**config.mk**
```make
export PLATFORM = sky130hd
export DESIGN_NAME = shader_wb_arbiter_flat
export DESIGN_NICKNAME = d
export VERILOG_FILES = /design/src/logic/shader_pkg.sv /design/src/logic/shader_wb_if.sv /design/src/logic/shader_wb_arbiter.sv /design/src/flat_wrapper.sv
export SDC_FILE = /design/constraint.sdc
export NUM_CORES = 1
export LEC_CHECK = 0
export BUFFER_PORTS_ARGS = -buffer_cell sky130_fd_sc_hd__buf_2
export CAP_MARGIN = 20
export CORE_AREA = 4 4 175 177
export DETAILED_ROUTE_END_ITERATION = 8
export DIE_AREA = 0 0 179 181
export PLACE_DENSITY = 0.42
export SYNTH_ARGS = -nofsm -noshare
export SYNTH_HDL_FRONTEND = slang
export SYNTH_SLANG_ARGS = --single-unit
```
**constraint.sdc**
```tcl
create_clock -name vclk -period 1.89
set_input_delay 0 -clock vclk [all_inputs]
set_output_delay 0 -clock vclk [all_outputs]
set_load 0.02 [all_outputs]
```
**src/logic/shader_pkg.sv**
```systemverilog
package shader_pkg;

	localparam int SHADER_LANES   = 4;
	localparam int GROUPS         = 4;
	localparam int VGPRS          = 8;
	localparam int SGPRS          = 8;
	localparam int REGFILE_STAGES = 2;

	typedef logic [31:0]                 word;
	typedef logic [SHADER_LANES*32-1:0]  lane_vec;     // Lane i at [i*32 +: 32].
	typedef logic [1:0]                  group_id;
	typedef logic [2:0]                  vgpr_num;
	typedef logic [2:0]                  sgpr_num;
	typedef logic [3:0]                  dest_reg;     // Bit 3 selects the SGPR file.
	typedef logic [SHADER_LANES-1:0]     lane_mask;
	typedef logic [15:0]                 pc_t;
	typedef logic signed [7:0]           pc_offset;

	typedef enum logic [2:0] {
		OP_ADD,
		OP_SUB,
		OP_AND,
		OP_OR,
		OP_XOR,
		OP_MOV,
		OP_BRANCH,
		OP_SETMASK
	} alu_op;

	typedef enum logic [1:0] {
		SET_GPR,
		SET_MASK,
		SET_PC
	} setup_kind;

	typedef enum logic [1:0] {
		IDLE,
		RUN,
		DONE
	} mul_state;

endpackage

```
**src/logic/shader_wb_if.sv**
```systemverilog
`timescale 1ns/1ps

interface shader_wb_if;
	import shader_pkg::*;

	logic     valid;
	logic     ready;
	group_id  group;
	dest_reg  dest;
	logic     scalar;
	logic     writeback;    // Result goes to a GPR.
	lane_vec  lanes;
	lane_mask mask;
	logic     mask_update;
	pc_offset pc_add;
	logic     pc_inc;       // Overrides pc_add with +1.
	logic     pc_update;

	modport tx (
		output valid, group, dest, scalar, writeback, lanes,
		       mask, mask_update, pc_add, pc_inc, pc_update,
		input  ready
	);

	modport rx (
		input  valid, group, dest, scalar, writeback, lanes,
		       mask, mask_update, pc_add, pc_inc, pc_update,
		output ready
	);

endinterface

```
**src/logic/shader_wb_arbiter.sv**
```systemverilog
`timescale 1ns/1ps

module shader_wb_arbiter (
	input  logic    clk,
	input  logic    rst_n,
	shader_wb_if.rx a,
	shader_wb_if.rx b,
	shader_wb_if.tx out
);

	assign a.ready = out.ready;
	assign b.ready = out.ready & ~a.valid;  // Fixed priority to a.

	assign out.valid = a.valid | b.valid;

	always_comb begin
		if (a.valid) begin
			out.group       = a.group;
			out.dest        = a.dest;
			out.scalar      = a.scalar;
			out.writeback   = a.writeback;
			out.lanes       = a.lanes;
			out.mask        = a.mask;
			out.mask_update = a.mask_update;
			out.pc_add      = a.pc_add;
			out.pc_inc      = a.pc_inc;
			out.pc_update   = a.pc_update;
		end else begin
			out.group       = b.group;
			out.dest        = b.dest;
			out.scalar      = b.scalar;
			out.writeback   = b.writeback;
			out.lanes       = b.lanes;
			out.mask        = b.mask;
			out.mask_update = b.mask_update;
			out.pc_add      = b.pc_add;
			out.pc_inc      = b.pc_inc;
			out.pc_update   = b.pc_update;
		end
	end

	// A losing request must keep its result until granted.
	assert property (@(posedge clk) disable iff (!rst_n)
		(b.valid && !b.ready) |=> (b.valid && $stable(b.lanes)))
	else $error("arbiter: b result dropped or changed while waiting");

endmodule

```
**src/flat_wrapper.sv**
```systemverilog
// flat-port wrapper written by rule: the top's interface ports become plain ports
module shader_wb_arbiter_flat 
  (clk, rst_n, a_valid, a_group, a_dest, a_scalar, a_writeback, a_lanes, a_mask, a_mask_update, a_pc_add, a_pc_inc, a_pc_update, a_ready, b_valid, b_group, b_dest, b_scalar, b_writeback, b_lanes, b_mask, b_mask_update, b_pc_add, b_pc_inc, b_pc_update, b_ready, out_valid, out_group, out_dest, out_scalar, out_writeback, out_lanes, out_mask, out_mask_update, out_pc_add, out_pc_inc, out_pc_update, out_ready);
  shader_wb_if a_i ();
  shader_wb_if b_i ();
  shader_wb_if out_i ();
  input  logic clk;
  input  logic rst_n;
  input wire logic [$bits(a_i.valid)-1:0] a_valid;
  input wire logic [$bits(a_i.group)-1:0] a_group;
  input wire logic [$bits(a_i.dest)-1:0] a_dest;
  input wire logic [$bits(a_i.scalar)-1:0] a_scalar;
  input wire logic [$bits(a_i.writeback)-1:0] a_writeback;
  input wire logic [$bits(a_i.lanes)-1:0] a_lanes;
  input wire logic [$bits(a_i.mask)-1:0] a_mask;
  input wire logic [$bits(a_i.mask_update)-1:0] a_mask_update;
  input wire logic [$bits(a_i.pc_add)-1:0] a_pc_add;
  input wire logic [$bits(a_i.pc_inc)-1:0] a_pc_inc;
  input wire logic [$bits(a_i.pc_update)-1:0] a_pc_update;
  output wire logic [$bits(a_i.ready)-1:0] a_ready;
  input wire logic [$bits(b_i.valid)-1:0] b_valid;
  input wire logic [$bits(b_i.group)-1:0] b_group;
  input wire logic [$bits(b_i.dest)-1:0] b_dest;
  input wire logic [$bits(b_i.scalar)-1:0] b_scalar;
  input wire logic [$bits(b_i.writeback)-1:0] b_writeback;
  input wire logic [$bits(b_i.lanes)-1:0] b_lanes;
  input wire logic [$bits(b_i.mask)-1:0] b_mask;
  input wire logic [$bits(b_i.mask_update)-1:0] b_mask_update;
  input wire logic [$bits(b_i.pc_add)-1:0] b_pc_add;
  input wire logic [$bits(b_i.pc_inc)-1:0] b_pc_inc;
  input wire logic [$bits(b_i.pc_update)-1:0] b_pc_update;
  output wire logic [$bits(b_i.ready)-1:0] b_ready;
  output wire logic [$bits(out_i.valid)-1:0] out_valid;
  output wire logic [$bits(out_i.group)-1:0] out_group;
  output wire logic [$bits(out_i.dest)-1:0] out_dest;
  output wire logic [$bits(out_i.scalar)-1:0] out_scalar;
  output wire logic [$bits(out_i.writeback)-1:0] out_writeback;
  output wire logic [$bits(out_i.lanes)-1:0] out_lanes;
  output wire logic [$bits(out_i.mask)-1:0] out_mask;
  output wire logic [$bits(out_i.mask_update)-1:0] out_mask_update;
  output wire logic [$bits(out_i.pc_add)-1:0] out_pc_add;
  output wire logic [$bits(out_i.pc_inc)-1:0] out_pc_inc;
  output wire logic [$bits(out_i.pc_update)-1:0] out_pc_update;
  input wire logic [$bits(out_i.ready)-1:0] out_ready;
  assign a_i.valid = a_valid;
  assign a_i.group = a_group;
  assign a_i.dest = a_dest;
  assign a_i.scalar = a_scalar;
  assign a_i.writeback = a_writeback;
  assign a_i.lanes = a_lanes;
  assign a_i.mask = a_mask;
  assign a_i.mask_update = a_mask_update;
  assign a_i.pc_add = a_pc_add;
  assign a_i.pc_inc = a_pc_inc;
  assign a_i.pc_update = a_pc_update;
  assign a_ready = a_i.ready;
  assign b_i.valid = b_valid;
  assign b_i.group = b_group;
  assign b_i.dest = b_dest;
  assign b_i.scalar = b_scalar;
  assign b_i.writeback = b_writeback;
  assign b_i.lanes = b_lanes;
  assign b_i.mask = b_mask;
  assign b_i.mask_update = b_mask_update;
  assign b_i.pc_add = b_pc_add;
  assign b_i.pc_inc = b_pc_inc;
  assign b_i.pc_update = b_pc_update;
  assign b_ready = b_i.ready;
  assign out_valid = out_i.valid;
  assign out_group = out_i.group;
  assign out_dest = out_i.dest;
  assign out_scalar = out_i.scalar;
  assign out_writeback = out_i.writeback;
  assign out_lanes = out_i.lanes;
  assign out_mask = out_i.mask;
  assign out_mask_update = out_i.mask_update;
  assign out_pc_add = out_i.pc_add;
  assign out_pc_inc = out_i.pc_inc;
  assign out_pc_update = out_i.pc_update;
  assign out_i.ready = out_ready;
  shader_wb_arbiter u_core (.clk(clk), .rst_n(rst_n), .a(a_i), .b(b_i), .out(out_i));
endmodule
```
==> key figures <==
Detailed routing
  – Vias: 3303
  – 1st-pass router iterations: 3
  – DRC viols: 0
  – Vias per inst: 3.245
  – Final wirelength: 19620 um
  – Post-route ant nets: 0
  – WL/cell: 19.27 um
  – Initial detailed-routing violation count: 38

Worst setup path
  – WS Path Type: in -> out
  – Biggest cell delay along the critical path: 0.43 ns
  – Cells along the critical path: buf_6 > buf_4 > mux2_2 > buf_2
  – CP max stage cell: buf_6
  – Crit. End Element: output port
  – Worst-path fanout max: 56
  – CP Launch Type: input pin
  – Critical Path AT: 1.27 ns
  – Worst endpoint required time: 1.89 ns

Clock tree
  – # resized after CTS: 0
  – Post-CTS setup buffers: 0
  – Cts hold-fix bufs: 0

STA
  – Post-layout min period: 1.270 ns
  – Final setup vio count: 0
  – Slew Viols, Final: 0
  – Relative slew slack: 62.29%
  – Final worst path period share: 67.19%
  – Unrepaired setup endpoints after global routing: false
  – Highest Clock Rate: 0.7874 GHz
  – Least-Margin Pin Slew: 0.5657 ns
  – Fin Setup TNS: 0 ns
  – Final Hold Fails: 0

Logic synthesis
  – Top cells by area, synth: mux2_4 (48%), mux2_2 (44%), buf_6 (4.8%)
  – Most frequent cells after synthesis: mux2_2 (83), mux2_4 (68), buf_6 (9)
  – Warnings, synthesis: 0
  – Top-count cell post-synth: mux2_2
  – Leading area contributor after synthesis: mux2_4
  – Synth Instances: 171
  – Post-synthesis sequential area ratio: 0%
  – Avg Inst Size Synth: 12.38 um2
  – Synth cell types: 7
  – Net count after synthesis: 478
  – Top cell type's share of synthesized area: 48.23%
  – Mapped Area: 2117 um2

Global routing
  – Largest net degree at the start of global routing: 57
  – Number of global-route vias before repair: 3538
  – Wire length of the first global-routing pass: 24720 um
  – Initial antenna violation count: 4
  – GRT Util Overall: 10.71%
  – Grt total ovfl: 0

Floorplan
  – I/O Pins: 461
  – Die Wd: 179 um
  – Core Rows: 63
  – Die height: 181 um
  – Core Box Area: 29240 um2
  – Total Die Area: 32400 um2
  – Initial Util: 7.239%

Worst hold path
  – Worst Hold Class: in -> out

Placed design
  – Placer Congestion: 0.8154
  – Placed inst area: 4905 um2
  – HPWL Detailed: 18400 um
  – Cells after DPL: 1018
  – IO Port Bufs: 459

Cells and area
  – Register area: 0 um2
  – Share of layout cells above drive strength 1: 99.84%
  – CLK BUF: 0
  – Area grow syn2layout: 131.7%
  – FILL cells: 3361
  – Inserted Diodes: 0
  – Finished Layout Cells: 1018
  – Final nets: 937
  – Fin area: 4905 um2
  – FF+latch count: 0

Power
  – Maximum VDD drop: 145.7 uV
  – PD cells: 304.5 nW/um2
  – Overall power: 1.494 mW
  – LEAKAGE: 2.782 nW

Flow run
  – MaxCap Viol Count: 0

Status
  – Status: finished, final reports clean
[per-stage QoR]
| stage | util [%] | setup slack (ns) | hold slack (ns) |
|---|---|---|---|
| 6_report | 16.77 | 0.6201 | 0.2537 |
| 5_1_grt | 16.77 | 0.5354 | 0.2669 |
| 4_1_cts | 16.77 | 0.5568 | 0.2564 |
| 3_5_place_dp | 16.77 | 0.5573 | 0.2564 |
| 3_3_place_gp | 16.77 | 0.6054 | 0.2571 |
| 2_1_floorplan | - | 1.143 | 0.1126 |
[power by group]
part           leakage (nW)  switching (mW)  internal, mW
clock network             0               0             0
registers                 0               0             0
logic                  2.78           0.781         0.713
[critical path, delay by kind of cell]
family,cells,cell delay (ns)
multiplexers,1,0.36
buffers and inverters,3,0.89
[cell families (layout without fill, tap and decap cells)]
logic type	count (synthesis)	after routing	share of synthesized area (%)
buffers and inverters	18	475	7.033
muxes	151	151	92.38
and+or+nand+nor	2	2	0.5914
[layout make-up]
| class | instances | area (um2) | area share [%] |
|---|---|---|---|
| tap | 390 | 488.0 | 9.949 |
| timing repair buffer | 475 | 2449 | 49.92 |
| multi-input combinational | 153 | 1968 | 40.13 |
[metal layers]
layer	share of wire (%)	global-route usage, %	wire (um)	vias to the layer above
met4	0.78	0.5527	153	6
li1	-	-	-	1561
met5	0.21	0	41	-
met1	36	11.78	7160	1450
met2	52	21.14	10170	272
met3	11	2.846	2093	14
[worst paths after layout]
| path | start | end | slack, ns | depth (start not counted) |
|---|---|---|---|---|
| min | out_ready | a_ready | 0.25 | 2 |
| max | a_valid | out_lanes[58] | 0.62 | 4 |
[cell usage in the layout (no fill, tap or decap)]
cell / count
buf_2: 458
mux2_2: 83
mux2_4: 68
buf_4: 14
buf_12: 2
nor2b_1: 1
or2_2: 1
buf_6: 1
(Power assumes the default switching activity.)
