[src/logic/shader_pkg.sv]
package shader_pkg;

	localparam int SHADER_LANES   = 4;
	localparam int GROUPS         = 4;
	localparam int VGPRS          = 8;
	localparam int SGPRS          = 8;
	localparam int REGFILE_STAGES = 2;

	typedef logic [31:0]                 word;
	typedef logic [SHADER_LANES*32-1:0]  lane_vec;     // Lane i at [i*32 +: 32].
	typedef logic [1:0]                  group_id;
	typedef logic [2:0]                  vgpr_num;
	typedef logic [2:0]                  sgpr_num;
	typedef logic [3:0]                  dest_reg;     // Bit 3 selects the SGPR file.
	typedef logic [SHADER_LANES-1:0]     lane_mask;
	typedef logic [15:0]                 pc_t;
	typedef logic signed [7:0]           pc_offset;

	typedef enum logic [2:0] {
		OP_ADD,
		OP_SUB,
		OP_AND,
		OP_OR,
		OP_XOR,
		OP_MOV,
		OP_BRANCH,
		OP_SETMASK
	} alu_op;

	typedef enum logic [1:0] {
		SET_GPR,
		SET_MASK,
		SET_PC
	} setup_kind;

	typedef enum logic [1:0] {
		IDLE,
		RUN,
		DONE
	} mul_state;

endpackage

[src/logic/shader_wb_if.sv]
`timescale 1ns/1ps

interface shader_wb_if;
	import shader_pkg::*;

	logic     valid;
	logic     ready;
	group_id  group;
	dest_reg  dest;
	logic     scalar;
	logic     writeback;    // Result goes to a GPR.
	lane_vec  lanes;
	lane_mask mask;
	logic     mask_update;
	pc_offset pc_add;
	logic     pc_inc;       // Overrides pc_add with +1.
	logic     pc_update;

	modport tx (
		output valid, group, dest, scalar, writeback, lanes,
		       mask, mask_update, pc_add, pc_inc, pc_update,
		input  ready
	);

	modport rx (
		input  valid, group, dest, scalar, writeback, lanes,
		       mask, mask_update, pc_add, pc_inc, pc_update,
		output ready
	);

endinterface

[src/logic/shader_mul.sv]
`timescale 1ns/1ps

module shader_mul (
	input  logic                clk,
	input  logic                rst_n,
	input  logic                mul_valid,
	input  shader_pkg::group_id mul_group,
	input  shader_pkg::dest_reg mul_dest,
	input  shader_pkg::lane_vec mul_a,
	input  shader_pkg::lane_vec mul_b,
	output logic                mul_ready,
	shader_wb_if.tx             wb
);
	import shader_pkg::*;

	mul_state   state;
	logic [4:0] count;
	lane_vec    a_q;
	lane_vec    b_q;
	lane_vec    acc;
	group_id    group_q;
	dest_reg    dest_q;

	assign mul_ready = state == IDLE;

	assign wb.valid       = state == DONE;
	assign wb.group       = group_q;
	assign wb.dest        = dest_q;
	assign wb.scalar      = dest_q[3];
	assign wb.writeback   = 1'b1;
	assign wb.lanes       = acc;
	assign wb.mask        = '0;
	assign wb.mask_update = 1'b0;
	assign wb.pc_add      = '0;
	assign wb.pc_inc      = 1'b1;
	assign wb.pc_update   = 1'b1;

	always_ff @(posedge clk or negedge rst_n) begin
		if (!rst_n) begin
			state <= IDLE;
			count <= '0;
		end else begin
			case (state)
				IDLE: begin
					if (mul_valid) begin
						state <= RUN;
						count <= '0;
					end
				end
				RUN: begin
					count <= count + 1'b1;
					if (count == 5'd31)
						state <= DONE;  // 32 steps after acceptance.
				end
				DONE: begin
					if (wb.ready)
						state <= IDLE;
				end
				default: state <= IDLE;
			endcase
		end
	end

	always_ff @(posedge clk) begin
		if (state == IDLE && mul_valid) begin
			group_q <= mul_group;
			dest_q  <= mul_dest;
			a_q     <= mul_a;
			b_q     <= mul_b;
			acc     <= '0;
		end else if (state == RUN) begin
			for (int i = 0; i < SHADER_LANES; i++) begin
				if (b_q[i*32])
					acc[i*32 +: 32] <= acc[i*32 +: 32] + a_q[i*32 +: 32];
				a_q[i*32 +: 32] <= {a_q[i*32 +: 31], 1'b0};
				b_q[i*32 +: 32] <= {1'b0, b_q[i*32+1 +: 31]};
			end
		end
	end

endmodule

[src/flat_wrapper.sv]
// flat-port wrapper written by rule: the top's interface ports become plain ports
module shader_mul_flat import shader_pkg::*;
  (clk, rst_n, mul_valid, mul_group, mul_dest, mul_a, mul_b, mul_ready, wb_valid, wb_group, wb_dest, wb_scalar, wb_writeback, wb_lanes, wb_mask, wb_mask_update, wb_pc_add, wb_pc_inc, wb_pc_update, wb_ready);
  shader_wb_if wb_i ();
  input  logic clk;
  input  logic rst_n;
  input  logic mul_valid;
  input  shader_pkg::group_id mul_group;
  input  shader_pkg::dest_reg mul_dest;
  input  shader_pkg::lane_vec mul_a;
  input  shader_pkg::lane_vec mul_b;
  output logic mul_ready;
  output wire logic [$bits(wb_i.valid)-1:0] wb_valid;
  output wire logic [$bits(wb_i.group)-1:0] wb_group;
  output wire logic [$bits(wb_i.dest)-1:0] wb_dest;
  output wire logic [$bits(wb_i.scalar)-1:0] wb_scalar;
  output wire logic [$bits(wb_i.writeback)-1:0] wb_writeback;
  output wire logic [$bits(wb_i.lanes)-1:0] wb_lanes;
  output wire logic [$bits(wb_i.mask)-1:0] wb_mask;
  output wire logic [$bits(wb_i.mask_update)-1:0] wb_mask_update;
  output wire logic [$bits(wb_i.pc_add)-1:0] wb_pc_add;
  output wire logic [$bits(wb_i.pc_inc)-1:0] wb_pc_inc;
  output wire logic [$bits(wb_i.pc_update)-1:0] wb_pc_update;
  input wire logic [$bits(wb_i.ready)-1:0] wb_ready;
  assign wb_valid = wb_i.valid;
  assign wb_group = wb_i.group;
  assign wb_dest = wb_i.dest;
  assign wb_scalar = wb_i.scalar;
  assign wb_writeback = wb_i.writeback;
  assign wb_lanes = wb_i.lanes;
  assign wb_mask = wb_i.mask;
  assign wb_mask_update = wb_i.mask_update;
  assign wb_pc_add = wb_i.pc_add;
  assign wb_pc_inc = wb_i.pc_inc;
  assign wb_pc_update = wb_i.pc_update;
  assign wb_i.ready = wb_ready;
  shader_mul u_core (.clk(clk), .rst_n(rst_n), .mul_valid(mul_valid), .mul_group(mul_group), .mul_dest(mul_dest), .mul_a(mul_a), .mul_b(mul_b), .mul_ready(mul_ready), .wb(wb_i));
endmodule
[config.mk]
export PLATFORM = sky130hd
export DESIGN_NAME = shader_mul_flat
export DESIGN_NICKNAME = d
export VERILOG_FILES = /design/src/logic/shader_pkg.sv /design/src/logic/shader_wb_if.sv /design/src/logic/shader_mul.sv /design/src/flat_wrapper.sv
export SDC_FILE = /design/constraint.sdc
export NUM_CORES = 1
export LEC_CHECK = 0
export BUFFER_PORTS_ARGS = -buffer_cell sky130_fd_sc_hd__buf_4
export CAP_MARGIN = 0
export CORE_MARGIN = 3
export CORE_UTILIZATION = 60
export DETAILED_ROUTE_END_ITERATION = 8
export GPL_TIMING_DRIVEN = 0
export PLACE_DENSITY = 0.86
export SLEW_MARGIN = 20
export SYNTH_ARGS = -nofsm -noshare
export SYNTH_HDL_FRONTEND = slang
export SYNTH_SLANG_ARGS = --single-unit
[constraint.sdc]
create_clock -name clk -period 12.2 [get_ports clk]
set_input_delay 2.44 -clock clk [delete_from_list [all_inputs] [get_ports clk]]
set_output_delay 2.44 -clock clk [all_outputs]
set_load 0.01 [all_outputs]
==> results by group <==
Outcome
  • Status: finished clean

Synth
  • FF+latch count, synth: 397
  • Register area share after synthesis: 48.8%
  • Ys flop type: edfxtp_1
  • Cell count after synthesis: 2473
  • Syn avg cell area: between 8 and 9 um2
  • Leading cell types by total area after synthesis: edfxtp_1, nand2_1, dfxtp_1, ha_1, a21oi_1
  • Share of the synthesized area in the top cell type: between 30% and 40%
  • Post-synth EDFFs: about 260
  • Count leader, synth: nand2_1
  • Synth cell types: slightly above 70
  • Post-Syn Area: 21700 um2
  • Post-synth ARST share: between 1.5 and 2%
  • Top cells by instance count after synthesis: nand2_1, edfxtp_1, a21oi_1
  • Synth area leader: edfxtp_1
  • Synth Warn #: 0

Timing
  • Setup Viol. Count Final: 0
  • Final setup margin: 6.87 ns
  • Skew final: 0.0118 ns
  • RSZ-0062 raised after global routing: no
  • Max Slew Vio Count: 0
  • Tmin final: between 5 and 6 ns
  • Setup TNS Final: 0 ns
  • Peak Freq: 188 MHz
  • Tcrit/Tclk final: 43.7%
  • Max_slew headroom: 25.6%
  • Slew @ Worst Pin: 1.12 ns
  • Final Hold Fails: 0

Cells and area
  • Share of cells above drive strength 1: 16.9%
  • Post-route cell area: 26900 um2
  • Fillers: ~2500
  • Final nets: 3332
  • Area occupied by multi-input gates: 10500 um2
  • Flip-flop and latch area: 10600 um2
  • Synthesis-to-layout area growth: 23.8%

Power and ir drop
  • P per Cell Area: 332 nW/um2
  • Clock power frac: 15.2%
  • Maximum VDD drop: 0.162 mV
  • Comb pwr share: 53.8%
  • P_sw: 3.81 mW
  • Leak pwr: 12.9 nW
  • Sw Share: 42.6%
  • Sequential power share: 31.0%
  • P_int: ~5.1 mW
  • Total power draw: 8.93 mW

Critical path
  • Flop2flop setup slack: around 7.6 ns
  • Worst EP required: 12.40 ns
  • CP endpoint kind: register
  • Crit start category: input port
  • Reg-to-reg startpoint: u_core.state[1]
  • Worst Reg2Reg Path Length in Cells: 8
  • Critical path class: in2reg
  • Critical path peak fanout: 101
  • Arr. time, crit path: about 5.5 ns
  • RR Endpoint: u_core.b_q[53]

Global routing
  • Initial antenna violation count: 3
  • Vias in the first global route: 19600
  • Total gr overflow: 0
  • Largest net degree at the start of global routing: 102
  • Overall Global Routing Usage: between 30% and 40%
  • First-pass GRT wire length: slightly above 100000 um

Hold path
  • Hold path start: u_core.wb.lanes[93]
  • Hold worst-path end: u_core.wb.lanes[93]
  • Worst Hold Class: reg2reg
  • Hold-critical path depth: 2

Floorplanning
  • Initial Utilization: between 60% and 70%
  • Ports: about 420
  • Die width: 196 um
  • Core box area: about 36000 um2
  • Rows: 69
  • Die Span Y: 196 um
  • DIE AREA: 38500 um2

Clocking
  • CTS Hold Bufs: 0
  • Clock buffer depth: 3
  • CTS tree: yes
  • CTS Sinks: between 300 and 400
  • Cts bufs inserted: 43
  • Clock Latency Late Sink: around 0.57 ns
  • Postcts setup bufs: 0
  • Root Buffer: clkbuf_16
  • Post-cts sizing count: 0
  • Worst-path clk slew: 0.06 ns
  • Htree depth: 2

Drt
  • Wirelength per Cell: 19.1 um
  • Routed Antenna Nets: 0
  • Drt total wl: 65500 um
  • Vias/cell: about 6
  • Routed via count: 20000
  • Drt drc: 0
  • Iter 0 DRT Violations: 1502
  • Detailed Routing Iterations Pass 1: 8

Place
  • Routability Congestion: 0.937
  • Post-DP HPWL: 47900 um
  • PortBufs: 402
  • Post-Place Worst Slack: 6.27 ns
  • Placed Area: 25400 um2

Flow run
  • Max_cap viols: 0
-- placed cells by master (no fill, tap or decap), types with 13 or more instances in the layout --
| cell | synthesis | routed |
|---|---|---|
| dfxtp_1 | 128 | 128 |
| o21ai_0 | 80 | 80 |
| nand4_1 | 16 | 16 |
| buf_4 | 17 | 419 |
| o21bai_1 | 14 | 14 |
| nand2_1 | 975 | 975 |
| o211ai_1 | 13 | 13 |
| nor2_1 | 89 | 89 |
| xor2_1 | 44 | 44 |
| clkbuf_16 | 0 | 45 |
| nand3_1 | 28 | 28 |
| clkbuf_1 | 102 | 112 |
| a31oi_1 | 15 | 15 |
| inv_1 | 31 | 30 |
| conb_1 | 2 | 16 |
| a21o_1 | 77 | 77 |
| nand2b_1 | 13 | 13 |
| edfxtp_1 | 262 | 262 |
| and3_1 | 21 | 21 |
| a211oi_1 | 24 | 24 |
| xnor2_1 | 59 | 59 |
| a21oi_1 | 183 | 183 |
| o21ai_1 | 14 | 14 |
| ha_1 | 126 | 126 |
-- stage by stage --
step	hold WS (ns)	utilization, %	std cells
finish	0.473	75.4	3434
global route	0.499	75.4	3434
CTS	0.477	75.4	3431
detailed placement	0.468	71.3	3352
global placement	0.461	71.2	3350
floorplan	0.465	-	2487
-- routing by layer --
metal	GRT usage (%)	up-vias	wire [um]	share of wire, %
met5	0	-	0	0
met4	15.6	0	3170	4.8
met3	6.66	180	5850	8.9
met2	55.0	991	31000	47
met1	40.9	9430	25400	39
li1	-	9439	-	-
-- cell families after synthesis --
logic type / Yosys count / share of synthesized area (%)
compound gates: 492 / 14.3
xor+xnor: 103 / 4.15
fa+ha+maj: 130 / 7.63
buf+inv: 154 / 2.96
flops: 397 / 48.8
mux: 3 / 0.138
other cells: 2 / 0.0346
simple gates: 1192 / 22.0
-- worst max-delay path by stage --
stage / from / end / slack [ns]
floorplan: mul_valid / u_core.a_q[0] / 3.63
global placement: mul_valid / u_core.b_q[42] / 0.64
detailed placement: mul_valid / u_core.b_q[106] / 6.27
CTS: mul_valid / u_core.b_q[101] / 6.85
global route: mul_valid / u_core.a_q[120] / 6.65
finish: mul_valid / u_core.b_q[53] / 6.87
-- worst max-delay path, stage by stage --
cell and delay [ns]:
buf_4 0.18, nand2_1 0.12, clkinv_1 0.18, clkbuf_1 0.84, nor2_1 0.35, inv_8 0.43
buf_16 0.43, buf_16 0.41
-- final cells by class --
class	instances	area share (%)
timing repair buffer	404	11.4
clock inverter	18	0.805
antenna	3	0.0279
buffer	122	1.95
inverter	32	0.475
clock buffer	61	4.60
sequential	397	39.4
tap	461	2.14
multi-input combinational	1936	39.1
-- power groups by stage --
stage | Clock [mW] | Combinational (mW) | Sequential [mW]
floorplan | 0 | 3.32 | 2.76
global placement | 0 | 4.48 | 2.81
detailed placement | 0 | 4.68 | 2.76
CTS | 1.37 | 4.74 | 2.75
global route | 1.42 | 5.33 | 2.83
finish | 1.36 | 4.81 | 2.77
No activity file was read; power rests on OpenSTA's default activity.
