$ cat src/logic/shader_pkg.sv
package shader_pkg;

	localparam int SHADER_LANES   = 4;
	localparam int GROUPS         = 4;
	localparam int VGPRS          = 8;
	localparam int SGPRS          = 8;
	localparam int REGFILE_STAGES = 2;

	typedef logic [31:0]                 word;
	typedef logic [SHADER_LANES*32-1:0]  lane_vec;     // Lane i at [i*32 +: 32].
	typedef logic [1:0]                  group_id;
	typedef logic [2:0]                  vgpr_num;
	typedef logic [2:0]                  sgpr_num;
	typedef logic [3:0]                  dest_reg;     // Bit 3 selects the SGPR file.
	typedef logic [SHADER_LANES-1:0]     lane_mask;
	typedef logic [15:0]                 pc_t;
	typedef logic signed [7:0]           pc_offset;

	typedef enum logic [2:0] {
		OP_ADD,
		OP_SUB,
		OP_AND,
		OP_OR,
		OP_XOR,
		OP_MOV,
		OP_BRANCH,
		OP_SETMASK
	} alu_op;

	typedef enum logic [1:0] {
		SET_GPR,
		SET_MASK,
		SET_PC
	} setup_kind;

	typedef enum logic [1:0] {
		IDLE,
		RUN,
		DONE
	} mul_state;

endpackage

$ cat src/logic/shader_wb_if.sv
`timescale 1ns/1ps

interface shader_wb_if;
	import shader_pkg::*;

	logic     valid;
	logic     ready;
	group_id  group;
	dest_reg  dest;
	logic     scalar;
	logic     writeback;    // Result goes to a GPR.
	lane_vec  lanes;
	lane_mask mask;
	logic     mask_update;
	pc_offset pc_add;
	logic     pc_inc;       // Overrides pc_add with +1.
	logic     pc_update;

	modport tx (
		output valid, group, dest, scalar, writeback, lanes,
		       mask, mask_update, pc_add, pc_inc, pc_update,
		input  ready
	);

	modport rx (
		input  valid, group, dest, scalar, writeback, lanes,
		       mask, mask_update, pc_add, pc_inc, pc_update,
		output ready
	);

endinterface

$ cat src/logic/shader_writeback.sv
`timescale 1ns/1ps

module shader_writeback (
	input  logic                  clk,
	input  logic                  rst_n,
	shader_wb_if.rx               wb,
	output shader_pkg::lane_mask  vgpr_en,
	output shader_pkg::group_id   vgpr_group,
	output shader_pkg::vgpr_num   vgpr_idx,
	output shader_pkg::lane_vec   vgpr_data,
	output logic                  sgpr_we,
	output shader_pkg::group_id   sgpr_group,
	output shader_pkg::sgpr_num   sgpr_idx,
	output shader_pkg::word       sgpr_data,
	output logic                  pc_we,
	output shader_pkg::group_id   pc_wgroup,
	output shader_pkg::pc_t       pc_wdata,
	output logic                  mask_we,
	output shader_pkg::group_id   mask_wgroup,
	output shader_pkg::lane_mask  mask_wdata,
	output shader_pkg::group_id   pc_group,
	input  shader_pkg::pc_t       pc_cur,
	input  shader_pkg::lane_mask  mask_cur,
	input  logic                  setup_req,
	input  shader_pkg::setup_kind setup_kind,
	input  shader_pkg::group_id   setup_group,
	input  shader_pkg::dest_reg   setup_index,
	input  shader_pkg::word       setup_value,
	output logic                  setup_ack,
	output logic                  loop_valid,
	output shader_pkg::group_id   loop_group
);
	import shader_pkg::*;

	logic     st_valid    [REGFILE_STAGES];
	group_id  st_group    [REGFILE_STAGES];
	vgpr_num  st_vgpr     [REGFILE_STAGES];
	lane_vec  st_lanes    [REGFILE_STAGES];
	lane_mask st_mask     [REGFILE_STAGES];
	pc_offset st_pc_add   [REGFILE_STAGES];
	logic     st_vgpr_upd [REGFILE_STAGES];
	logic     st_mask_upd [REGFILE_STAGES];
	logic     st_pc_upd   [REGFILE_STAGES];

	logic    take;
	logic    sc_valid;
	group_id sc_group;
	sgpr_num sc_idx;
	word     sc_data;

	logic res_vgpr, res_mask, res_pc;
	logic gpr_pend, mask_pend, pc_pend;
	logic gpr_fire, mask_fire, pc_fire;
	logic setup_scalar, setup_start;

	assign wb.ready = 1'b1;
	assign take     = wb.valid & wb.ready;

	// Results leaving the delay pipeline this cycle.
	assign res_vgpr = st_valid[REGFILE_STAGES-1] & st_vgpr_upd[REGFILE_STAGES-1];
	assign res_mask = st_valid[REGFILE_STAGES-1] & st_mask_upd[REGFILE_STAGES-1];
	assign res_pc   = st_valid[REGFILE_STAGES-1] & st_pc_upd[REGFILE_STAGES-1];
	assign pc_group = st_group[REGFILE_STAGES-1];

	// Host writes go into slots that no result is using.
	assign setup_scalar = setup_index[3];
	assign gpr_fire     = gpr_pend & (setup_scalar ? ~sc_valid : ~res_vgpr);
	assign mask_fire    = mask_pend & ~res_mask;
	assign pc_fire      = pc_pend & ~res_pc;
	assign setup_start  = setup_req & ~setup_ack & ~(gpr_pend | mask_pend | pc_pend);

	assign vgpr_en    = res_vgpr ? mask_cur :
	                    (gpr_fire & ~setup_scalar) ? '1 : '0;
	assign vgpr_group = res_vgpr ? st_group[REGFILE_STAGES-1] : setup_group;
	assign vgpr_idx   = res_vgpr ? st_vgpr[REGFILE_STAGES-1] : setup_index[2:0];
	assign vgpr_data  = res_vgpr ? st_lanes[REGFILE_STAGES-1] : {SHADER_LANES{setup_value}};

	assign sgpr_we    = sc_valid | (gpr_fire & setup_scalar);
	assign sgpr_group = sc_valid ? sc_group : setup_group;
	assign sgpr_idx   = sc_valid ? sc_idx : setup_index[2:0];
	assign sgpr_data  = sc_valid ? sc_data : setup_value;

	assign pc_we     = res_pc | pc_fire;
	assign pc_wgroup = res_pc ? st_group[REGFILE_STAGES-1] : setup_group;
	assign pc_wdata  = res_pc ? pc_cur + pc_t'(st_pc_add[REGFILE_STAGES-1]) : pc_t'(setup_value);

	assign mask_we     = res_mask | mask_fire;
	assign mask_wgroup = res_mask ? st_group[REGFILE_STAGES-1] : setup_group;
	assign mask_wdata  = res_mask ? st_mask[REGFILE_STAGES-1] : lane_mask'(setup_value);

	assign loop_valid = pc_we;
	assign loop_group = pc_wgroup;

	always_ff @(posedge clk or negedge rst_n) begin
		if (!rst_n) begin
			for (int i = 0; i < REGFILE_STAGES; i++)
				st_valid[i] <= 1'b0;
			sc_valid  <= 1'b0;
			gpr_pend  <= 1'b0;
			mask_pend <= 1'b0;
			pc_pend   <= 1'b0;
			setup_ack <= 1'b0;
		end else begin
			st_valid[0] <= take;
			for (int i = 1; i < REGFILE_STAGES; i++)
				st_valid[i] <= st_valid[i-1];
			sc_valid <= take & wb.writeback & wb.scalar;

			gpr_pend  <= (gpr_pend & ~gpr_fire) | (setup_start & setup_kind == SET_GPR);
			mask_pend <= (mask_pend & ~mask_fire) | (setup_start & setup_kind == SET_MASK);
			pc_pend   <= (pc_pend & ~pc_fire) | (setup_start & setup_kind == SET_PC);
			setup_ack <= setup_ack ? setup_req : (gpr_fire | mask_fire | pc_fire);
		end
	end

	always_ff @(posedge clk) begin
		st_group[0]    <= wb.group;
		st_vgpr[0]     <= wb.dest[2:0];
		st_lanes[0]    <= wb.lanes;
		st_mask[0]     <= wb.mask;
		st_pc_add[0]   <= wb.pc_inc ? pc_offset'(1) : wb.pc_add;
		st_vgpr_upd[0] <= wb.writeback & ~wb.scalar;
		st_mask_upd[0] <= wb.mask_update;
		st_pc_upd[0]   <= wb.pc_update;
		for (int i = 1; i < REGFILE_STAGES; i++) begin
			st_group[i]    <= st_group[i-1];
			st_vgpr[i]     <= st_vgpr[i-1];
			st_lanes[i]    <= st_lanes[i-1];
			st_mask[i]     <= st_mask[i-1];
			st_pc_add[i]   <= st_pc_add[i-1];
			st_vgpr_upd[i] <= st_vgpr_upd[i-1];
			st_mask_upd[i] <= st_mask_upd[i-1];
			st_pc_upd[i]   <= st_pc_upd[i-1];
		end

		sc_group <= wb.group;
		sc_idx   <= wb.dest[2:0];
		sc_data  <= wb.lanes[31:0];  // Scalar results live in lane 0.
	end

endmodule

$ cat src/flat_wrapper.sv
// flat-port wrapper written by rule: the top's interface ports become plain ports
module shader_writeback_flat import shader_pkg::*;
  (clk, rst_n, vgpr_en, vgpr_group, vgpr_idx, vgpr_data, sgpr_we, sgpr_group, sgpr_idx, sgpr_data, pc_we, pc_wgroup, pc_wdata, mask_we, mask_wgroup, mask_wdata, pc_group, pc_cur, mask_cur, setup_req, setup_kind, setup_group, setup_index, setup_value, setup_ack, loop_valid, loop_group, wb_valid, wb_group, wb_dest, wb_scalar, wb_writeback, wb_lanes, wb_mask, wb_mask_update, wb_pc_add, wb_pc_inc, wb_pc_update, wb_ready);
  shader_wb_if wb_i ();
  input  logic clk;
  input  logic rst_n;
  output shader_pkg::lane_mask vgpr_en;
  output shader_pkg::group_id vgpr_group;
  output shader_pkg::vgpr_num vgpr_idx;
  output shader_pkg::lane_vec vgpr_data;
  output logic sgpr_we;
  output shader_pkg::group_id sgpr_group;
  output shader_pkg::sgpr_num sgpr_idx;
  output shader_pkg::word sgpr_data;
  output logic pc_we;
  output shader_pkg::group_id pc_wgroup;
  output shader_pkg::pc_t pc_wdata;
  output logic mask_we;
  output shader_pkg::group_id mask_wgroup;
  output shader_pkg::lane_mask mask_wdata;
  output shader_pkg::group_id pc_group;
  input  shader_pkg::pc_t pc_cur;
  input  shader_pkg::lane_mask mask_cur;
  input  logic setup_req;
  input  shader_pkg::setup_kind setup_kind;
  input  shader_pkg::group_id setup_group;
  input  shader_pkg::dest_reg setup_index;
  input  shader_pkg::word setup_value;
  output logic setup_ack;
  output logic loop_valid;
  output shader_pkg::group_id loop_group;
  input wire logic [$bits(wb_i.valid)-1:0] wb_valid;
  input wire logic [$bits(wb_i.group)-1:0] wb_group;
  input wire logic [$bits(wb_i.dest)-1:0] wb_dest;
  input wire logic [$bits(wb_i.scalar)-1:0] wb_scalar;
  input wire logic [$bits(wb_i.writeback)-1:0] wb_writeback;
  input wire logic [$bits(wb_i.lanes)-1:0] wb_lanes;
  input wire logic [$bits(wb_i.mask)-1:0] wb_mask;
  input wire logic [$bits(wb_i.mask_update)-1:0] wb_mask_update;
  input wire logic [$bits(wb_i.pc_add)-1:0] wb_pc_add;
  input wire logic [$bits(wb_i.pc_inc)-1:0] wb_pc_inc;
  input wire logic [$bits(wb_i.pc_update)-1:0] wb_pc_update;
  output wire logic [$bits(wb_i.ready)-1:0] wb_ready;
  assign wb_i.valid = wb_valid;
  assign wb_i.group = wb_group;
  assign wb_i.dest = wb_dest;
  assign wb_i.scalar = wb_scalar;
  assign wb_i.writeback = wb_writeback;
  assign wb_i.lanes = wb_lanes;
  assign wb_i.mask = wb_mask;
  assign wb_i.mask_update = wb_mask_update;
  assign wb_i.pc_add = wb_pc_add;
  assign wb_i.pc_inc = wb_pc_inc;
  assign wb_i.pc_update = wb_pc_update;
  assign wb_ready = wb_i.ready;
  shader_writeback u_core (.clk(clk), .rst_n(rst_n), .wb(wb_i), .vgpr_en(vgpr_en), .vgpr_group(vgpr_group), .vgpr_idx(vgpr_idx), .vgpr_data(vgpr_data), .sgpr_we(sgpr_we), .sgpr_group(sgpr_group), .sgpr_idx(sgpr_idx), .sgpr_data(sgpr_data), .pc_we(pc_we), .pc_wgroup(pc_wgroup), .pc_wdata(pc_wdata), .mask_we(mask_we), .mask_wgroup(mask_wgroup), .mask_wdata(mask_wdata), .pc_group(pc_group), .pc_cur(pc_cur), .mask_cur(mask_cur), .setup_req(setup_req), .setup_kind(setup_kind), .setup_group(setup_group), .setup_index(setup_index), .setup_value(setup_value), .setup_ack(setup_ack), .loop_valid(loop_valid), .loop_group(loop_group));
endmodule
$ cat config.mk
export PLATFORM = sky130hd
export DESIGN_NAME = shader_writeback_flat
export DESIGN_NICKNAME = d
export VERILOG_FILES = /design/src/logic/shader_pkg.sv /design/src/logic/shader_wb_if.sv /design/src/logic/shader_writeback.sv /design/src/flat_wrapper.sv
export SDC_FILE = /design/constraint.sdc
export NUM_CORES = 1
export LEC_CHECK = 0
export BUFFER_PORTS_ARGS = -buffer_cell sky130_fd_sc_hd__buf_2
export CAP_MARGIN = 20
export CELL_PAD_IN_SITES_DETAIL_PLACEMENT = 0
export CELL_PAD_IN_SITES_GLOBAL_PLACEMENT = 1
export CORE_MARGIN = 10
export CORE_UTILIZATION = 34
export CTS_CLUSTER_DIAMETER = 60
export DETAILED_ROUTE_END_ITERATION = 8
export GPL_TIMING_DRIVEN = 0
export PLACE_DENSITY = 0.88
export SLEW_MARGIN = 20
export SYNTH_ARGS = -nofsm -noshare
export SYNTH_HDL_FRONTEND = slang
export SYNTH_SLANG_ARGS = --single-unit
$ cat constraint.sdc
create_clock -name clk -period 3.8 [get_ports clk]
set_input_delay 0.57 -clock clk [delete_from_list [all_inputs] [get_ports clk]]
set_output_delay 0.57 -clock clk [all_outputs]
set_load 0.01 [all_outputs]
==> results of run 1 <==
critical path, stage by stage, from the launching register on:
cell and delay, ns:
dfxtp_1 0.30, ha_1 0.22, fa_1 0.44, a21o_1 0.24, a221oi_4 0.41, o21ai_2 0.15, or4_1 0.48, nand3b_1 0.14
buf_2 0.15
power groups by stage:
| stage | combinational, mW | clock, mW | sequential, mW |
|---|---|---|---|
| after floorplan | 0.375 | 0 | 3.46 |
| after global placement | 0.786 | 0 | 3.47 |
| after detailed placement | 0.791 | 0 | 3.48 |
| after CTS | 0.797 | 3.19 | 3.41 |
| after global routing | 0.859 | 3.32 | 3.43 |
| final | 0.786 | 3.12 | 3.41 |
cells in the mapped netlist, drive strengths merged (7+ instances only):
cell type  instances  area (um2)
nand2            341        1280
dfxtp            296        5930
mux2              41         462
o21ai             20         104
clkbuf            19        71.3
a21oi             15        75.1
ha                15         188
buf               14        68.8
nor2b              9        56.3
a21o               8        60.1
inv                8        30.0
nor2               8        30.0
dfrtp              7         175
logic make-up (layout without fill, tap and decap cells):
| logic type | after synthesis | count (layout) | share of synthesized area, % |
|---|---|---|---|
| AOI/OAI and AO/OA | 66 | 66 | 4.98 |
| adders and majority gates | 16 | 16 | 2.30 |
| DFF | 303 | 303 | 67.5 |
| muxes | 43 | 43 | 5.33 |
| xor gates and xnor gates | 10 | 10 | 0.969 |
| and+or+nand+nor | 384 | 384 | 17.0 |
| other | 1 | 9 | 0.0415 |
| buffers and inverters | 41 | 521 | 1.88 |
repair_timing:
item                      CTS  global route
hold endpoints to repair    7             0
hold buffers                1             0
setup buffers               0             0
gates resized for setup     0             0
layout make-up:
cell class	instances	area [um2]	area share [%]
tap	335	419	3.31
clock buffer	48	953	7.52
antenna	8	20.0	0.158
inverter	8	30.0	0.237
sequential	303	6100	48.1
multi-input combinational	520	2770	21.8
timing repair buffer	421	2110	16.7
clock inverter	11	131	1.04
buffer	33	140	1.11
registers in the layout (all words and copies together), names as in the netlist, 2 cells and up:
register and count:
u_core.st_lanes 225, u_core.sc_data 31, u_core.st_pc_add 16, u_core.st_mask 8
u_core.st_group 4, u_core.st_vgpr 4, u_core.sc_idx 2, u_core.st_mask_upd 2
u_core.st_pc_upd 2, u_core.st_valid 2, u_core.st_vgpr_upd 2
layer usage:
metal / global-route usage, % / wire, um
met1: 20.0 / 12300
met2: 33.1 / 16600
met5: 0 / 47
met3: 6.28 / 2940
met4: 6.92 / 906
metrics by stage:
stage               instance area, um2  utilization, %  worst slack [ns]  std cells  power (mW)
floorplan                         9040               -             0.763        864        3.84
global placement                 11600            44.2             0.325       1619        4.26
detailed placement               11600            44.2             0.319       1619        4.27
CTS                              12700            48.4             0.190       1679        7.39
global route                     12700            48.5             0.106       1685        7.61
finish                           12700            48.5             0.200       1687        7.32
path summary, 6_finish.rpt:
| kind | start | to | depth (start not counted) |
|---|---|---|---|
| hold / removal | wb_lanes[17] | u_core.sc_data[17]$_DFF_P_ | 1 |
| hold reg to reg | u_core.st_lanes[0][123]$_DFF_P_ | u_core.st_lanes[0][251]$_DFF_P_ | 0 |
| setup / recovery | u_core.st_pc_add[0][8]$_DFF_P_ | pc_wdata[12] | 8 |
| max in group asynchronous | rst_n | u_core.sc_valid$_DFF_PN0_ | 2 |
| setup reg to reg | u_core.st_valid[0]$_DFF_PN0_ | u_core.pc_pend$_DFF_PN0_ | 3 |
| min in group asynchronous | rst_n | u_core.st_valid[1]$_DFF_PN0_ | 2 |
==> results.json, run 1 <==
{
  "status": "finished clean",
  "final_cell_mix": "buf_2, nand2_1, dfxtp_1",
  "clkSinkCount": 303,
  "drcViolationCount": 0,
  "power_density_mw_per_mm2": 577,
  "num_rows": 59,
  "tritoncts": "built",
  "drt_iter0_markers": 310,
  "grt_pass1_wl_um": 47700,
  "synth-seq-cells": 303,
  "area_growth_syn_to_layout_pct": 40.2,
  "p_leak_nw": 6.37,
  "wl_per_cell_um": 19.4,
  "rrSetupSlack_ns": 2.27,
  "intPower_mw": 5.53,
  "fillers": 2453,
  "fp.dieH_um": 183,
  "die_area_mm2": 0.0335,
  "yosys_warnings": 0,
  "synth.distinct_cells": 50,
  "start_util_pct": 34.6,
  "synth_nets": 1095,
  "fin_tns_setup_ns": 0,
  "syn_area_mm2": 0.00904,
  "post-dp-hpwl_um": 26100,
  "place_congestion": 0.889,
  "grt_pass1_vias": 8092,
  "critPathKind": "reg2out",
  "via_count": 7573,
  "syn_inst": 864,
  "gr-total-overflow": 0,
  "worst_pin_slew_ns": 0.971,
  "cts_buffer_depth": 3,
  "clock_skew_ns": 0.0127,
  "min_period_over_period_pct": 94.7,
  "via_per_inst": 4.49,
  "hp-class": "in2reg",
  "clock_latency_ns": 0.51,
  "power_switching_mw": 1.79,
  "cp.required_ns": 3.23,
  "start_kind": "flop",
  "synth_area_per_cell_um2": 10.5,
  "drt_pass1_iterations": 4,
  "clk_pin_slew_ns": 0.06,
  "worst_setup_path_end_kind": "output port",
  "slew_violations": 0,
  "h-tree-depth": 2,
  "port_buffers": 420,
  "grt_util_all_layers_pct": 18.6,
  "seqPwrFrac_pct": 46.6,
  "rsz0062_at_grt": "false",
  "drtAntennaViolNets": 0,
  "finalSetupViolations": 0,
  "die_w_um": 183,
  "period_minus_slack_ns": 3.60,
  "core_area_mm2": 0.0261,
  "async_flop_share_pct": 2.31,
  "fin_nets": 1552,
  "clkPwrFrac_pct": 42.7,
  "maxCapViolations": 0,
  "wl_um": 32800,
  "crit_fanout": 5,
  "hold_viol_final": 0,
  "cts_inserted_buffers": 34,
  "peakVddDrop_v": 0.000410,
  "hold_ws_ns": 0.156,
  "antenna_found_initial": 12,
  "yosysSeqAreaShare_pct": 67.5,
  "root_buffer": "clkbuf_16",
  "synth_ff_type": "dfxtp_1",
  "drive_above_1_share_pct": 39.0,
  "synth-edff-count": 0,
  "switching_share_pct": 24.5,
  "grt_max_degree": 15,
  "comb_power_share_pct": 10.7,
  "fmax_mhz": 278,
  "layout.cells.most_common": "buf_2",
  "max-slew-margin-rel_pct": 35.3,
  "cp_data_arrival_time_ns": 3.03,
  "ios": 423
}
Note: power is estimated with default switching activity, not from simulation.
==> inputs of run 2 (changes only) <==
--- a/config.mk
+++ b/config.mk
@@ -6,15 +6,13 @@
 export NUM_CORES = 1
 export LEC_CHECK = 0
 export BUFFER_PORTS_ARGS = -buffer_cell sky130_fd_sc_hd__buf_2
-export CAP_MARGIN = 20
-export CELL_PAD_IN_SITES_DETAIL_PLACEMENT = 0
-export CELL_PAD_IN_SITES_GLOBAL_PLACEMENT = 1
-export CORE_MARGIN = 10
-export CORE_UTILIZATION = 34
+export CAP_MARGIN = 25
+export CORE_AREA = 10 10 156 158
 export CTS_CLUSTER_DIAMETER = 60
 export DETAILED_ROUTE_END_ITERATION = 8
+export DIE_AREA = 0 0 166 168
 export GPL_TIMING_DRIVEN = 0
-export PLACE_DENSITY = 0.88
+export PLACE_DENSITY = 0.83
 export SLEW_MARGIN = 20
 export SYNTH_ARGS = -nofsm -noshare
 export SYNTH_HDL_FRONTEND = slang
==> run 2 against run 1 <==
  * Global-route usage rose by 3.3 points
  * Critical path depth unchanged
  * Sequential share of layout area rose by 0.77 points
==> results.json, run 2 (synthesized netlist as in run 1, its figures left out) <==
{
  "status": "finished clean",
  "reg_top3": "u_core.st_lanes x225, u_core.sc_data x31, u_core.st_pc_add x16",
  "port_buffers": 420,
  "hp-class": "in2reg",
  "via_count": 7833,
  "postCtsSetupBuffers": 0,
  "slew_violations": 0,
  "cts_inserted_buffers": 30,
  "min_period_over_period_pct": 95.8,
  "hold_viol_final": 0,
  "core_area_mm2": 0.0214,
  "m1WireLength_um": 12200,
  "fin_nets": 1548,
  "worst_setup_path_end_kind": "output port",
  "final_cell_mix": "buf_2, nand2_1, dfxtp_1",
  "drtAntennaViolNets": 0,
  "root_buffer": "clkbuf_16",
  "grt_util_all_layers_pct": 21.9,
  "die_w_um": 166,
  "place_congestion": 0.905,
  "antenna_found_initial": 7,
  "route.met3.wl_um": 2940,
  "start_util_pct": 42.2,
  "die_area_mm2": 0.0279,
  "peakVddDrop_v": 0.000502,
  "fp.dieH_um": 168,
  "crit_path_cell_trace": "ha_1 > fa_1 > a21o_1 > a221oi_4 > o21ai_2 > or4_1 > nand3b_1 > buf_2",
  "fin_tns_setup_ns": 0,
  "grt_pass1_vias": 8101,
  "drt_pass1_iterations": 5,
  "h-tree-depth": 1,
  "cp.required_ns": 3.23,
  "crit_family": "compound AO/OA/AOI/OAI gates",
  "cts_buffer_depth": 3,
  "max-slew-margin-rel_pct": 41.0,
  "clk_pin_slew_ns": 0.06,
  "holdBufCountCts": 1,
  "p_leak_nw": 6.32,
  "gr-total-overflow": 0,
  "finalSetupViolations": 0,
  "wl_per_cell_um": 20.2,
  "register_area_mm2": 0.00610,
  "whs_path_depth": 1,
  "post-dp-hpwl_um": 25600,
  "routed-wl-met2_um": 16700,
  "slowest_stage": "or4_1",
  "start_kind": "flop",
  "maxCapViolations": 0,
  "topRoutingLayerUsed": "met5",
  "clock_skew_ns": 0.0390,
  "crit_cells": 8,
  "via_per_inst": 4.82,
  "reg2reg_depth": 3,
  "critPathKind": "reg2out",
  "fillers": 1800,
  "area_growth_syn_to_layout_pct": 38.0,
  "power_density_mw_per_mm2": 563,
  "cp_data_arrival_time_ns": 3.07,
  "wl_um": 32900,
  "largest_reg_flops": 225,
  "crit_fanout": 5,
  "ios": 423,
  "grt_max_degree": 18,
  "num_rows": 54,
  "path_buf_inv": 1,
  "drt_iter0_markers": 500,
  "layout.cells.most_common": "buf_2",
  "hold_ws_ns": 0.0998,
  "drive_above_1_share_pct": 38.8,
  "multi_input_area_mm2": 0.00277,
  "drcViolationCount": 0,
  "cts_resized": 0,
  "rsz0062_at_grt": "false",
  "crit_path_max_incr_delay_ns": 0.48,
  "grt_pass1_wl_um": 47900,
  "worst_pin_slew_ns": 0.886,
  "tritoncts": "built",
  "clock_latency_ns": 0.57,
  "fmax_mhz": 275,
  "top_register": "u_core.st_lanes",
  "clkSinkCount": 303,
  "period_minus_slack_ns": 3.64
}
[run 2: worst reg2reg max path, delay by kind of cell (launching register included)]
kind / cells / cell delay, ns
AOI/OAI and AO/OA: 1 / 0.20
buffers and inverters: 1 / 0.48
DFF: 1 / 0.45
and+or+nand+nor: 1 / 0.25
[run 2: layout make-up]
type                       instances  area share [%]
timing repair buffer             421            16.9
tap                              280            2.81
buffer                            33            1.12
clock buffer                      43            6.81
antenna                            5           0.100
multi-input combinational        520            22.2
clock inverter                    11           0.893
sequential                       303            48.9
inverter                           8           0.241
[run 2: worst paths after layout]
check	slack, ns	endpoint	startpoint
worst max-delay path	0.16	pc_wdata[12]	u_core.st_pc_add[0][8]$_DFF_P_
worst min-delay path	0.1	u_core.st_lanes[0][81]$_DFF_P_	wb_lanes[81]
worst max register to register	2.36	u_core.pc_pend$_DFF_PN0_	u_core.st_valid[0]$_DFF_PN0_
worst min register to register	0.32	u_core.st_lanes[0][161]$_DFF_P_	u_core.st_lanes[0][33]$_DFF_P_
max in group asynchronous	3.19	u_core.sc_valid$_DFF_PN0_	rst_n
min in group asynchronous	0.42	u_core.setup_ack$_DFF_PN0_	rst_n
[run 2: through the flow]
stage | util [%] | total power [mW] | area, um2 | worst slack [ns] | instances
3_3_place_gp | 53.6 | 4.24 | 11500 | 0.369 | 1564
4_1_cts | 58.2 | 7.08 | 12500 | 0.143 | 1619
2_1_floorplan | - | 3.84 | 9040 | 0.763 | 864
6_report | 58.2 | 7.02 | 12500 | 0.161 | 1624
5_1_grt | 58.2 | 7.29 | 12500 | 0.0313 | 1621
3_5_place_dp | 53.6 | 4.26 | 11500 | 0.319 | 1564
[run 2: power breakdown]
group          switching [mW]  internal [mW]  leakage, nW
Sequential             0.0585           3.35         2.59
Combinational           0.459          0.328         3.25
Clock                    1.20           1.63        0.478
Total                    1.71           5.31         6.32
[run 2: layer usage]
layer  GRT usage, %  vias to the layer above
met4           6.63                        2
met2           39.7                      392
met1           23.9                     3673
met3           6.78                       79
li1               -                     3687
met5              0                        -
==> inputs of run 3 (changes only) <==
--- a/config.mk
+++ b/config.mk
@@ -5,14 +5,14 @@
 export SDC_FILE = /design/constraint.sdc
 export NUM_CORES = 1
 export LEC_CHECK = 0
-export BUFFER_PORTS_ARGS = -buffer_cell sky130_fd_sc_hd__buf_2
 export CAP_MARGIN = 25
-export CORE_AREA = 10 10 156 158
+export CORE_AREA = 10 10 154 156
 export CTS_CLUSTER_DIAMETER = 60
 export DETAILED_ROUTE_END_ITERATION = 8
-export DIE_AREA = 0 0 166 168
+export DIE_AREA = 0 0 164 166
+export DONT_BUFFER_PORTS = 1
 export GPL_TIMING_DRIVEN = 0
-export PLACE_DENSITY = 0.83
+export PLACE_DENSITY = 0.67
 export SLEW_MARGIN = 20
 export SYNTH_ARGS = -nofsm -noshare
 export SYNTH_HDL_FRONTEND = slang
==> run 3 against run 2 <==
  * Wire length is 11% lower
  * Clock skew shrank 0.023 ns
  * Hold slack lost 0.066 ns
  * Clock power shrank 3%
  * Via count decreased by 23%
  * Worst setup slack improved by 0.093 ns
  * Utilization down 8.3 points
  * First-iteration DRC count down 28%
  * Final cell count decreased by 26%
  * Maximum frequency rose by 2.6%
  * Die area decreased by 2.4%
  * Design area is 17% lower
  * Critical endpoint unchanged
==> results.json, run 3 (synthesized netlist as in run 1, its figures left out) <==
{
  "root_buffer": "clkbuf_16",
  "drcViolationCount": 0,
  "grtUsageMet1_pct": 22.5,
  "min_period_over_period_pct": 93.3,
  "clock_latency_ns": 0.55,
  "grt_pass1_wl_um": 41600,
  "via_count": 6068,
  "grt_max_degree": 16,
  "peakVddDrop_v": 0.000554,
  "placedCellCount": 1139,
  "fmax_mhz": 282,
  "clock_skew_ns": 0.0162,
  "drtAntennaViolNets": 0,
  "slew_violations": 0,
  "via_per_inst": 5.06,
  "maxCapViolations": 0,
  "core_area_mm2": 0.0207,
  "cts_resized": 0,
  "post-dp-hpwl_um": 23400,
  "status": "finished clean",
  "drt_pass1_iterations": 4,
  "worst_pin_slew_ns": 0.863,
  "drive_above_1_share_pct": 10.3,
  "fp.dieH_um": 166,
  "start_kind": "flop",
  "grt_util_all_layers_pct": 20.3,
  "critPathKind": "reg2out",
  "fin_nets": 1127,
  "reg_top3": "u_core.st_lanes x225, u_core.sc_data x31, u_core.st_pc_add x16",
  "cp_data_arrival_time_ns": 2.98,
  "clkSinkCount": 303,
  "finalSetupViolations": 0,
  "cts_buffer_depth": 3,
  "top_usage_layer": "met2",
  "period_minus_slack_ns": 3.55,
  "grt_use_met3_pct": 7.91,
  "drt_iter0_markers": 360,
  "gr-total-overflow": 0,
  "worst_setup_path_end_kind": "output port",
  "holdBufCountCts": 1,
  "wl_um": 29300,
  "rsz0062_at_grt": "false",
  "ios": 423,
  "h-tree-depth": 1,
  "clk_pin_slew_ns": 0.06,
  "stdcell_count": 1199,
  "num_rows": 53,
  "layout.cells.most_common": "nand2_1",
  "crit_fanout": 5,
  "antenna_found_initial": 8,
  "die_w_um": 164,
  "cts_inserted_buffers": 29,
  "p_leak_nw": 4.60,
  "top_register": "u_core.st_lanes",
  "wl_per_cell_um": 24.5,
  "cp.required_ns": 3.23,
  "postCtsSetupBuffers": 0,
  "area_growth_syn_to_layout_pct": 14.2,
  "largest_reg_flops": 225,
  "use_met2_pct": 35.3,
  "max-slew-margin-rel_pct": 42.0,
  "grt_pass1_vias": 6208,
  "start_util_pct": 43.7,
  "place_congestion": 0.920,
  "final_cell_mix": "nand2_1, dfxtp_1, mux2_2",
  "hp-class": "in2reg",
  "power_density_mw_per_mm2": 645,
  "fin_tns_setup_ns": 0,
  "die_area_mm2": 0.0272,
  "tritoncts": "built",
  "port_buffers": 0,
  "hold_viol_final": 0
}
## run 3: cell types whose count changed in the layout (fill, tap and decap cells not counted), sizes merged
cell	change
clkinvlp	+2
buf	-420
clkinv	-7
inv	+1
clkbuf	+2
diode	+2
## run 3: metrics by stage
step	hold WS, ns	total power [mW]	util, %	setup slack, ns	cell area [um2]
finish	0.0338	6.66	49.9	0.254	10300
global route	0.00676	6.90	49.9	0.0720	10300
CTS	0.0102	6.72	49.8	0.230	10300
detailed placement	0.275	3.99	45.3	0.525	9380
global placement	0.275	3.98	45.3	0.551	9380
floorplan	0.274	3.84	-	0.763	9040
## run 3: path summary, 6_finish.rpt
check	start	cells past startpoint	slack [ns]	end
min in group asynchronous	rst_n	1	0.37	u_core.sc_valid$_DFF_PN0_
setup reg to reg	u_core.st_valid[0]$_DFF_PN0_	3	2.33	u_core.pc_pend$_DFF_PN0_
hold reg to reg	u_core.st_lanes[0][70]$_DFF_P_	0	0.32	u_core.st_lanes[0][198]$_DFF_P_
hold / removal	wb_lanes[29]	0	0.03	u_core.sc_data[29]$_DFF_P_
max in group asynchronous	rst_n	1	3.18	u_core.mask_pend$_DFF_PN0_
setup / recovery	u_core.st_pc_add[0][8]$_DFF_P_	7	0.25	pc_wdata[12]
## run 3: power breakdown
group | switching (mW) | total [mW] | internal (mW)
combinational | 0.362 | 0.504 | 0.142
clock | 1.17 | 2.74 | 1.57
sequential | 0.0613 | 3.42 | 3.35
## run 3: cell type report
type	count	area [um2]
inverters	8	30.0
clock inverters	7	87.6
flip-flops and latches	303	6100
well taps	275	344
fillers	1911	10400
multi-input cells	520	2770
repair buffers	1	10.0
plain buffers	33	140
clock buffers	45	826
diodes	7	17.5
## run 3: critical path: stages, from the launching register on
cell and delay, ns:
dfxtp_1 0.30, ha_1 0.22, fa_1 0.44, a21o_1 0.24, a221oi_4 0.39, o21ai_2 0.15, or4_1 0.50, nand3b_1 0.20
## run 3: layer usage
metal,wire length (um),part of all wire (%),vias to the layer above
met4,580,2.0,2
li1,-,-,2849
met2,14800,50,323
met5,13,0.044,-
met3,3160,11,44
met1,10800,37,2850
